`src/include/bp_config.svh`:
```
`ifndef BP_CONFIG_SVH
`define BP_CONFIG_SVH

////////////////////////////////////////////////////////////
// Predictor geometry
////////////////////////////////////////////////////////////

// Program counter width
`define BP_XLEN 32

// Global history length with the newest outcome in bit 0
`define BP_GLOBAL_BITS 2

// PC slice used next to the history in the table index
`define BP_LOCAL_BITS 4
`define BP_LOCAL_LSB 2

// Held fetch PC after reset
`define BP_PC_INIT 32'h8000_0000

`endif

```
`src/logic/bp_pkg.sv`:
```
`include "bp_config.svh"

package bp_pkg;

  ////////////////////////////////////////////////////////////
  // Vector types
  ////////////////////////////////////////////////////////////

  typedef logic [`BP_XLEN-1:0] bp_pc_t;
  typedef logic [`BP_GLOBAL_BITS-1:0] bp_hist_t;
  // History in the upper bits, PC slice in the lower bits
  typedef logic [`BP_GLOBAL_BITS+`BP_LOCAL_BITS-1:0] bp_idx_t;
  // 00 SNT, 01 WNT, 11 WT, 10 ST; bit 1 is the prediction
  typedef logic [1:0] bp_cnt_t;

  // Encodings that the stages refer to by name
  localparam bp_cnt_t BP_CNT_WNT = 2'b01;
  localparam bp_cnt_t BP_CNT_ST = 2'b10;

  ////////////////////////////////////////////////////////////
  // Stage-to-stage bundles
  ////////////////////////////////////////////////////////////

  // Table write from the resolve stage
  typedef struct packed {
    bp_idx_t idx;
    bp_cnt_t cnt;
    logic we;
  } bp_update_t;

  // Resolved branch coming back from execute
  typedef struct packed {
    logic valid;
    bp_pc_t pc;
    bp_cnt_t predict;
    logic taken;
  } bp_resolve_t;

endpackage

```
`src/logic/bp_counter_ram.sv`:
```
`timescale 1ns/1ps

module bp_counter_ram
  import bp_pkg::*;
(
  input  logic       clk_i,
  input  logic       rst_ni,
  // Write port from resolve
  input  bp_update_t upd_i,
  // Read port from fetch
  input  bp_idx_t    raddr_i,
  output bp_cnt_t    rdata_o
);

  ////////////////////////////////////////////////////////////
  // Storage
  ////////////////////////////////////////////////////////////

  // One counter per history/PC combination
  localparam int unsigned DEPTH = 2 ** $bits(bp_idx_t);

  bp_cnt_t mem_q [DEPTH];
  // Registered read data
  bp_cnt_t rdata_q;

  ////////////////////////////////////////////////////////////
  // Read and write
  ////////////////////////////////////////////////////////////

  // Whole table starts weakly not taken.
  // Read samples the array before this edge's write lands,
  // so a same-index collision returns the old counter
  always_ff @(posedge clk_i or negedge rst_ni) begin
    if (!rst_ni) begin
      for (int i = 0; i < DEPTH; i++) begin
        mem_q[i] <= BP_CNT_WNT;
      end
      rdata_q <= BP_CNT_WNT;
    end else begin
      // Read every cycle with one cycle of latency
      rdata_q <= mem_q[raddr_i];
      // Write strobe from resolve
      if (upd_i.we) begin
        mem_q[upd_i.idx] <= upd_i.cnt;
      end
    end
  end

  assign rdata_o = rdata_q;

endmodule

```
`src/logic/bp_predict_stage.sv`:
```
`timescale 1ns/1ps

`include "bp_config.svh"

module bp_predict_stage
  import bp_pkg::*;
(
  input  logic     clk_i,
  input  logic     rst_ni,
  // Fetch side
  input  logic     id_stall_i,
  input  bp_pc_t   if_pc_i,
  // Current global history from resolve
  input  bp_hist_t hist_i,
  // Counter table read port
  input  bp_cnt_t  rdata_i,
  output bp_idx_t  raddr_o,
  // Prediction back to fetch
  output bp_cnt_t  bp_predict_o
);

  ////////////////////////////////////////////////////////////
  // Held fetch PC
  ////////////////////////////////////////////////////////////

  // Last PC accepted while decode was running
  bp_pc_t pc_held_q;
  // PC actually used for the lookup this cycle
  bp_pc_t pc_sel;
  // PC bits that go into the index
  logic [`BP_LOCAL_BITS-1:0] pc_slice;

  // Capture only when not stalled
  always_ff @(posedge clk_i or negedge rst_ni) begin
    if (!rst_ni) begin
      pc_held_q <= `BP_PC_INIT;
    end else if (!id_stall_i) begin
      pc_held_q <= if_pc_i;
    end
  end

  ////////////////////////////////////////////////////////////
  // Read index
  ////////////////////////////////////////////////////////////

  // Stalled fetch keeps asking for the held PC
  always_comb begin
    if (id_stall_i) begin
      pc_sel = pc_held_q;
    end else begin
      pc_sel = if_pc_i;
    end
  end

  // Skip the low instruction-alignment bits
  assign pc_slice = pc_sel[`BP_LOCAL_LSB +: `BP_LOCAL_BITS];

  // History always comes live from resolve
  // even during a stall
  assign raddr_o = {hist_i, pc_slice};

  ////////////////////////////////////////////////////////////
  // Prediction
  ////////////////////////////////////////////////////////////

  // Table read lands one cycle after the index,
  // i.e. one cycle after the PC was presented
  assign bp_predict_o = rdata_i;

endmodule

```
`src/logic/bp_resolve_stage.sv`:
```
`timescale 1ns/1ps

`include "bp_config.svh"

module bp_resolve_stage
  import bp_pkg::*;
(
  input  logic        clk_i,
  input  logic        rst_ni,
  // Resolved branch from execute
  input  bp_resolve_t res_i,
  // Global history towards fetch
  output bp_hist_t    hist_o,
  // Counter table write
  output bp_update_t  upd_o,
  // Misprediction flag and running count
  output logic        mispredict_o,
  output logic [15:0] mispredict_cnt_o
);

  ////////////////////////////////////////////////////////////
  // Counter update
  ////////////////////////////////////////////////////////////

  // Global history register
  bp_hist_t hist_q;
  // Next counter for the resolved branch
  bp_cnt_t cnt_next;
  // Saturating misprediction counter
  logic [15:0] miss_cnt_q;
  logic miss;

  // Gray-style walk 00 <-> 01 <-> 11 <-> 10, saturating at both ends
  assign cnt_next[0] = res_i.predict[1] ^ res_i.taken;
  assign cnt_next[1] = (res_i.predict == BP_CNT_ST) | (res_i.taken & res_i.predict[0]);

  // Index uses the history before this outcome is shifted in
  assign upd_o.idx = {hist_q, res_i.pc[`BP_LOCAL_LSB +: `BP_LOCAL_BITS]};
  assign upd_o.cnt = cnt_next;
  assign upd_o.we  = res_i.valid;

  ////////////////////////////////////////////////////////////
  // Global history
  ////////////////////////////////////////////////////////////

  // Newest outcome enters at bit 0
  always_ff @(posedge clk_i or negedge rst_ni) begin
    if (!rst_ni) begin
      hist_q <= '0;
    end else if (res_i.valid) begin
      hist_q <= {hist_q[$bits(bp_hist_t)-2:0], res_i.taken};
    end
  end

  assign hist_o = hist_q;

  ////////////////////////////////////////////////////////////
  // Misprediction tracking
  ////////////////////////////////////////////////////////////

  // Carried prediction bit against the real outcome
  assign miss = res_i.valid & (res_i.predict[1] != res_i.taken);

  // Count sticks at all ones
  always_ff @(posedge clk_i or negedge rst_ni) begin
    if (!rst_ni) begin
      miss_cnt_q <= '0;
    end else if (miss && (miss_cnt_q != '1)) begin
      miss_cnt_q <= miss_cnt_q + 16'd1;
    end
  end

  // Combinational flag in the same cycle as the resolve
  assign mispredict_o     = miss;
  assign mispredict_cnt_o = miss_cnt_q;

endmodule

```
`src/logic/bp_top.sv`:
```
`timescale 1ns/1ps

module bp_top
  import bp_pkg::*;
(
  input  logic        clk_i,
  input  logic        rst_ni,
  // Fetch
  input  logic        id_stall_i,
  input  bp_pc_t      if_pc_i,
  // Execute
  input  bp_resolve_t res_i,
  // Prediction and status
  output bp_cnt_t     bp_predict_o,
  output logic        mispredict_o,
  output logic [15:0] mispredict_cnt_o,
  output bp_hist_t    history_o
);

  ////////////////////////////////////////////////////////////
  // Internal nets
  ////////////////////////////////////////////////////////////

  bp_hist_t   hist;
  bp_update_t upd;
  bp_idx_t    raddr;
  bp_cnt_t    rdata;

  ////////////////////////////////////////////////////////////
  // Fetch side
  ////////////////////////////////////////////////////////////

  bp_predict_stage predict_i (
    .clk_i        (clk_i),
    .rst_ni       (rst_ni),
    .id_stall_i   (id_stall_i),
    .if_pc_i      (if_pc_i),
    .hist_i       (hist),
    .rdata_i      (rdata),
    .raddr_o      (raddr),
    .bp_predict_o (bp_predict_o)
  );

  // Counter table
  bp_counter_ram ram_i (
    .clk_i   (clk_i),
    .rst_ni  (rst_ni),
    .upd_i   (upd),
    .raddr_i (raddr),
    .rdata_o (rdata)
  );

  ////////////////////////////////////////////////////////////
  // Execute side
  ////////////////////////////////////////////////////////////

  bp_resolve_stage resolve_i (
    .clk_i            (clk_i),
    .rst_ni           (rst_ni),
    .res_i            (res_i),
    .hist_o           (hist),
    .upd_o            (upd),
    .mispredict_o     (mispredict_o),
    .mispredict_cnt_o (mispredict_cnt_o)
  );

  // History also visible outside
  assign history_o = hist;

endmodule

```
`config.mk`:
```
export PLATFORM = sky130hd
export DESIGN_NAME = bp_top
export DESIGN_NICKNAME = d
export VERILOG_FILES = /design/src/logic/bp_pkg.sv /design/src/logic/bp_counter_ram.sv /design/src/logic/bp_predict_stage.sv /design/src/logic/bp_resolve_stage.sv /design/src/logic/bp_top.sv
export VERILOG_INCLUDE_DIRS = /design/src /design/src/include
export SDC_FILE = /design/constraint.sdc
export NUM_CORES = 1
export LEC_CHECK = 0
export ABC_CLOCK_PERIOD_IN_PS = 1800
export BUFFER_PORTS_ARGS = -buffer_cell sky130_fd_sc_hd__buf_2
export CAP_MARGIN = 0
export CORE_MARGIN = 4
export CORE_UTILIZATION = 55
export DETAILED_ROUTE_END_ITERATION = 7
export PLACE_DENSITY = 0.88
export SLEW_MARGIN = 20
export SYNTH_ARGS = -nofsm -noshare
export SYNTH_HDL_FRONTEND = slang
export SYNTH_SLANG_ARGS = --single-unit
```
`constraint.sdc`:
```
create_clock -name clk_i -period 1.8 [get_ports clk_i]
set_input_delay 0.27 -clock clk_i [delete_from_list [all_inputs] [get_ports clk_i]]
set_output_delay 0.27 -clock clk_i [all_outputs]
set_load 0.02 [all_outputs]
```
[Word level (Yosys, flattened, before mapping)]
Index checks and enable logic that the tools add are counted.
Word-level totals
  flip-flop bits (word level): 154
  input bits: 71
Operators by class
  $lt $le $gt $ge: 3
  add/subtract/negate cells: 1
  equality and inequality tests: 3
  bitwise logic cells: 6
  muxes and demuxes: 7
  reductions and logical operators: 2
Operator list (count)
  $bwmux W128: 1
  $add A16 B1 Y16 const B: 1
  $ne A16 B16 Y1 const B: 1
  $ge A7 B7 Y1 const B: 2
  $not A6 Y7: 2
  $bmux W2 S6: 1
  $demux W2 S6: 1
  $lt A7 B1 Y1 const B: 1
  $mux W2: 3
  $mux W6: 1
  $and A1 B1 Y1: 2
  $eq A2 B2 Y1 const B: 1
  $logic_and A1 B1 Y1: 2
  $ne A1 B1 Y1: 1
  $or A1 B1 Y1: 1
  $xor A1 B1 Y1: 1

[Longest topological paths before layout]
  depth in word-level cells: 6
  mapped depth: 9
  depth with buffers taken out: 7

[By module]
From an unflattened synthesis, not the netlist that was laid out.
Second synthesis, totals
  cells, all modules: 596
  area total of the unflattened synthesis: 7638.6 µm²
Modules (own cells, without submodules)
  bp_counter_ram: area an instance 6506.2 µm², cells each 499, seq. area each 3334.4 µm², instances 1
  bp_resolve_stage: area an instance 957.2 µm², cells each 85, seq. area each 450.4 µm², instances 1
  bp_predict_stage: area an instance 175.2 µm², cells each 12, seq. area each 100.1 µm², instances 1

[Worst setup path after synthesis]
No wires, ideal clock.
  path type: reg-to-reg
  start: reg resolve_i.miss_cnt_q[5] (netlist: resolve_i.mispredict_cnt_o[5])
  end: reg resolve_i.miss_cnt_q[1] (netlist: resolve_i.mispredict_cnt_o[1])
  data arrival time: 1.659 ns
  clock period less this slack: 1.784 ns
  path buffers: 0
  stages on the path, launching flop included: 5
  slack: 0.016 ns
  path through: dfrtp_1 > nand4_1 > nor4_1 > a31oi_1 > mux2_2
On the way
  cells in the longest elaborated chain, start to end: 2
Ends and longest elaborated chain
  from (decl): line bp_resolve_stage.sv:30  | logic [15:0] miss_cnt_q;
  from (signal assigned): line bp_resolve_stage.sv:69  | miss_cnt_q <= miss_cnt_q + 16'd1;
  $ne A16 B16 Y1: line bp_resolve_stage.sv:68  | end else if (miss && (miss_cnt_q != '1)) begin
  $logic_and A1 B1 Y1: line bp_resolve_stage.sv:68
Every way passes these cells.
A chain may end at the register's enable or synchronous reset.

[Final worst setup path]
  start: reg predict_i.pc_held_q[2]
  end: reg ram_i.rdata_q[0] (netlist: ram_i.rdata_o[0])
On the way
  cells in the longest elaborated chain, start to end: 5
Ends and longest elaborated chain
  from (decl): line bp_predict_stage.sv:27  | bp_pc_t pc_held_q;
  from (signal assigned): line bp_predict_stage.sv:36  | pc_held_q <= `BP_PC_INIT;
  from (signal assigned): line bp_predict_stage.sv:38  | pc_held_q <= if_pc_i;
  $mux W6
  $not A6 Y7 (not written as such): line bp_counter_ram.sv:41  | rdata_q <= mem_q[raddr_i];
  $bmux W2 S6: line bp_counter_ram.sv:41
  $mux W2 (not written as such) (2 in a row): line bp_counter_ram.sv:41
  to (signal assigned): line bp_counter_ram.sv:41
  to (decl): line bp_counter_ram.sv:24  | bp_cnt_t rdata_q;
Every way passes these cells. The select of a mux whose other input is x is not followed.

==> results list <==
- The flow ran to the end, but the final reports show violations.
- The checks that failed: setup timing.
- Setup violations remaining at the end of the flow were counted as 4.
- Setup repair after global routing missed its margin: yes
- After clock tree synthesis, the clock-pin slew on the worst setup and hold paths is around 0.07 ns.
- Number of sinks driven by the clock tree: 152
* WHS Path Cells: 2
* Maximum clock insertion buffer count: 2
* Number of synthesized flops with an enable pin: 0
- Buffers placed on the I/O ports in this run total 35.
- Max-cap violations: 0
* FF-to-FF End: ram_i.rdata_o[0]$_DFF_PN1_
* Depth of the worst register-to-register path: 8
- TritonCTS built the clock tree.
- The congestion estimate from routability-driven global placement came to about 1.0.
* Share of synthesized area occupied by flip-flops and latches: between 40% and 50%
- Final std cell area, no fill: a little over 10000 um^2
* First-pass DRT Iterations: 8
- Worst hold slack: 0.241 ns
- After the flow finishes, the layout carries non-filler instances totaling roughly 1.3k.
- The repair_antennas step left the layout with diodes totalling 0.
- Number of warnings issued by yosys: 0
* Required time at the endpoint of the critical path: about 2.2 ns
- The worst setup path is launched from a flop.
- Initial DRC count: between 1k and 1.5k
* Chip Height: between 100 and 150 um
- The worst-case IR drop observed on VDD is about 1.1 mV.
- Antenna violations before repair: 0
* Hold path endpoint: resolve_i.hist_o[0]$_DFFE_PN0P_
* Worst Path Class, Setup: reg -> reg
* Net Count, Synth: a little over 1k
* Cell Chain, Critical Path: mux2i_4, buf_6, nand2_4, nor3_1, nor4_2, buf_4, a211oi_2, nand4_1
- The largest individual stage delay along the critical path comes from the cell sky130_fd_sc_hd__dfrtp_2.
* Post-route ant nets: 0
- Die area: roughly 17000 um^2
- Synthesis instantiated slightly below 70 different standard cells from the library.
- CTS built an H-tree with a depth of 4.
* Reported leakage power: 4.31 nW
* Area fraction of the dominant cell type after synthesis: a little over a quarter
- Leading post-synthesis cells by instance count: sky130_fd_sc_hd__nor2_1 (164), sky130_fd_sc_hd__nand2_1 (115), sky130_fd_sc_hd__o21ai_0 (113)
- TritonCTS buffer count: 17
* Total gr overflow: 0
- Total core area: around 15000 um^2
- For the worst setup path, the data arrival time is about 2.4 ns.
* Largest net degree at the start of global routing: 62
- Area of placed instances: approximately 9300 um^2
- Reg2reg start: predict_i.pc_held_q[2]$_DFF_PN0_
* Detailed-route via count: 8368
- Number of global-route vias before repair: about 8.1k
- Top post-synthesis cells by area: sky130_fd_sc_hd__dfrtp_1 (26%), sky130_fd_sc_hd__dfstp_2 (21%), sky130_fd_sc_hd__nor2_1 (7.5%)
- Final number of max-transition violations: 0
* Synth area leader: sky130_fd_sc_hd__dfrtp_1
- Remaining DRCs: 0
* Count of state elements after synthesis: between 150 and 200
- The floorplan step set the die width to 130 um.
- Among all flip-flop cells after synthesis, the most frequent one is sky130_fd_sc_hd__dfrtp_1.
- Timing analysis after detailed placement gives a worst setup slack of -0.449 ns.
* Setup slack of the most critical reg-to-reg path: -0.20 ns
* Hold Violations, Final: 0
- Mean cell area of the mapped netlist: between 8 and 9 um^2
- In this run, placement finished with an instance count of 1244.
- Dividing the detail-routed via count by the number of cells gives ~6.5.
* Cell with the most instances after synthesis: sky130_fd_sc_hd__nor2_1
- The first global-routing pass estimated approximately 44000 um of wire.
- Slew at the pin closest to its max-slew limit: ~0.5 ns
- Number of cell rows: 44
- Root Buffer Master: sky130_fd_sc_hd__clkbuf_16
* Category of the worst setup path capture point: flop
* Highest fanout seen on the critical path: 9
- In the final routed layout, each cell accounts on average for between 20 and 25 um.
* Worst min path class: in -> reg
- Headroom to the max-slew limit came out at around 66%.
- Once layout is complete, the utilization of the core stands at 71.1%.
- For this design the ratio of total power to cell area is 1130 nW/um^2.
- Of the available clock period, the critical path in the final layout requires 111%.
* Layout overhead on the synthesized area: 26.0%
* Largest incremental delay on the critical path: 0.49 ns
- Counting both buffers and inverters, the worst setup path holds a total of 2.
* Number of instances in the synthesized netlist: about 970
- Counting I/O delays and the setup requirement, the final critical path takes 2.00 ns.
- Worst Clk Skew: between 0.009 and 0.01 ns
- Category of cells accounting for the largest share of critical-path delay: simple AND/OR/NAND/NOR gates
- Startpoint of the most critical hold path: res_i[0]
- Final setup margin: -0.199 ns
- Skew-Pair Late Insertion Delay: ~0.44 ns
- GRT Util Overall: approximately a third
* Number of nets at the end of the flow: approximately 1.2k
- The post-route netlist has 29.9% of its cells at a drive strength greater than 1.
- After detailed routing, the total wire length is ~28000 um.
- For this run, asynchronously set or reset flops after synthesis account for 100%.
- IO Pins: just over 90
* Detailed Place HPWL: between 15000 and 20000 um
- Once the floorplan was initialized, standard cells occupied 56.4% of the core.
- In this run the cell area of the synthesized design comes to roughly 8200 um^2.
- Static timing analysis puts the maximum clock frequency at about 0.5 GHz.
power breakdown:
part           leakage, nW  switching [mW]  total (mW)  internal, mW
clock network        0.292            1.59        3.71          2.12
logic                 2.23            1.73        2.93          1.20
registers             1.79           0.672        5.11          4.44
layer usage:
metal,vias up,global-route usage [%],part of all wire (%)
met1,3934,43.2,38
met5,-,0,0
met2,585,51.3,44
li1,3668,-,-
met4,0,17.8,5.9
met3,181,11.7,12
per-stage QoR:
step	power (mW)	setup TNS, ns
after global routing	12.2	-0.597
final	11.8	-0.486
after floorplan	6.56	0
after global placement	7.57	-0.634
after detailed placement	7.72	-0.795
after CTS	11.6	-0.209
final cells by class:
cell class,count,area (um^2)
multi-input combinational,732,4220
fill,1013,4220
sequential,152,3890
timing repair buffer,164,1310
clock buffer,18,439
tap,184,230
clock inverter,14,164
inverter,24,105
timing repair inverter,1,5.00
sequential cells by signal, indices dropped and copies added (netlist names):
name and cells:
ram_i.mem_q 128, resolve_i.mispredict_cnt_o 16, predict_i.pc_held_q 4, ram_i.rdata_o 2
resolve_i.hist_o 2
cell families (layout without fill, tap and decap cells):
group / after synthesis / count (layout) / share of synthesized area (%)
AND/OR/NAND/NOR: 388 / 388 / 20.9
AO/OA/AOI/OAI: 318 / 318 / 23.5
flip-flops: 152 / 152 / 47.2
buffers and inverters: 81 / 221 / 4.78
XOR/XNOR: 16 / 16 / 1.80
multiplexers: 9 / 9 / 1.61
adder cells (fa/ha/maj): 1 / 1 / 0.152
placed cells by master (no fill, tap or decap), types with 9 or more instances in the layout:
master                      synthesis  final
sky130_fd_sc_hd__xnor2_1           13     12
sky130_fd_sc_hd__dfrtp_1           87     85
sky130_fd_sc_hd__nor2_2             1      9
sky130_fd_sc_hd__o22ai_1           27     23
sky130_fd_sc_hd__inv_1             22     21
sky130_fd_sc_hd__nor2b_1           20     19
sky130_fd_sc_hd__nand3_1            9      9
sky130_fd_sc_hd__nor3_1            21     19
sky130_fd_sc_hd__o211ai_1          12     12
sky130_fd_sc_hd__a21oi_1           96     96
sky130_fd_sc_hd__nand2_1          115    114
sky130_fd_sc_hd__nor2_1           164    150
sky130_fd_sc_hd__buf_4              7    113
sky130_fd_sc_hd__o21ai_0          113    111
sky130_fd_sc_hd__nand2b_1          23     20
sky130_fd_sc_hd__buf_12             0     10
sky130_fd_sc_hd__clkbuf_16          0     17
sky130_fd_sc_hd__dfstp_2           65     65
sky130_fd_sc_hd__buf_2             20     34
worst reg2reg max path: cells and delay by family (launching register included):
| kind | cells | cell delay, ns |
|---|---|---|
| AOI/OAI and AO/OA | 1 | 0.23 |
| buffers and inverters | 2 | 0.32 |
| DFF | 1 | 0.49 |
| muxes | 1 | 0.21 |
| and+or+nand+nor | 4 | 0.66 |
how the worst max path moves through the flow:
stage	from	end	slack [ns]	depth (start not counted)
floorplan	resolve_i.mispredict_cnt_o[5]$_DFFE_PN0P_	resolve_i.mispredict_cnt_o[1]$_DFFE_PN0P_	0.02	4
global placement	id_stall_i	ram_i.rdata_o[0]$_DFF_PN1_	-0.37	9
detailed placement	id_stall_i	ram_i.rdata_o[0]$_DFF_PN1_	-0.45	9
CTS	predict_i.pc_held_q[2]$_DFF_PN0_	ram_i.rdata_o[0]$_DFF_PN1_	-0.11	8
global route	predict_i.pc_held_q[2]$_DFF_PN0_	ram_i.rdata_o[0]$_DFF_PN1_	-0.23	8
finish	predict_i.pc_held_q[2]$_DFF_PN0_	ram_i.rdata_o[0]$_DFF_PN1_	-0.20	8
timing repair:
action | in CTS | in global routing
gates resized for setup | 40 | 26
hold buffers | 1 | 0
gates cloned | 2 | 0
setup endpoints to repair | 8 | 36
hold endpoints to repair | 26 | 0
pin swaps | 19 | 8
setup buffers | 7 | 3
(Power assumes the default switching activity.)
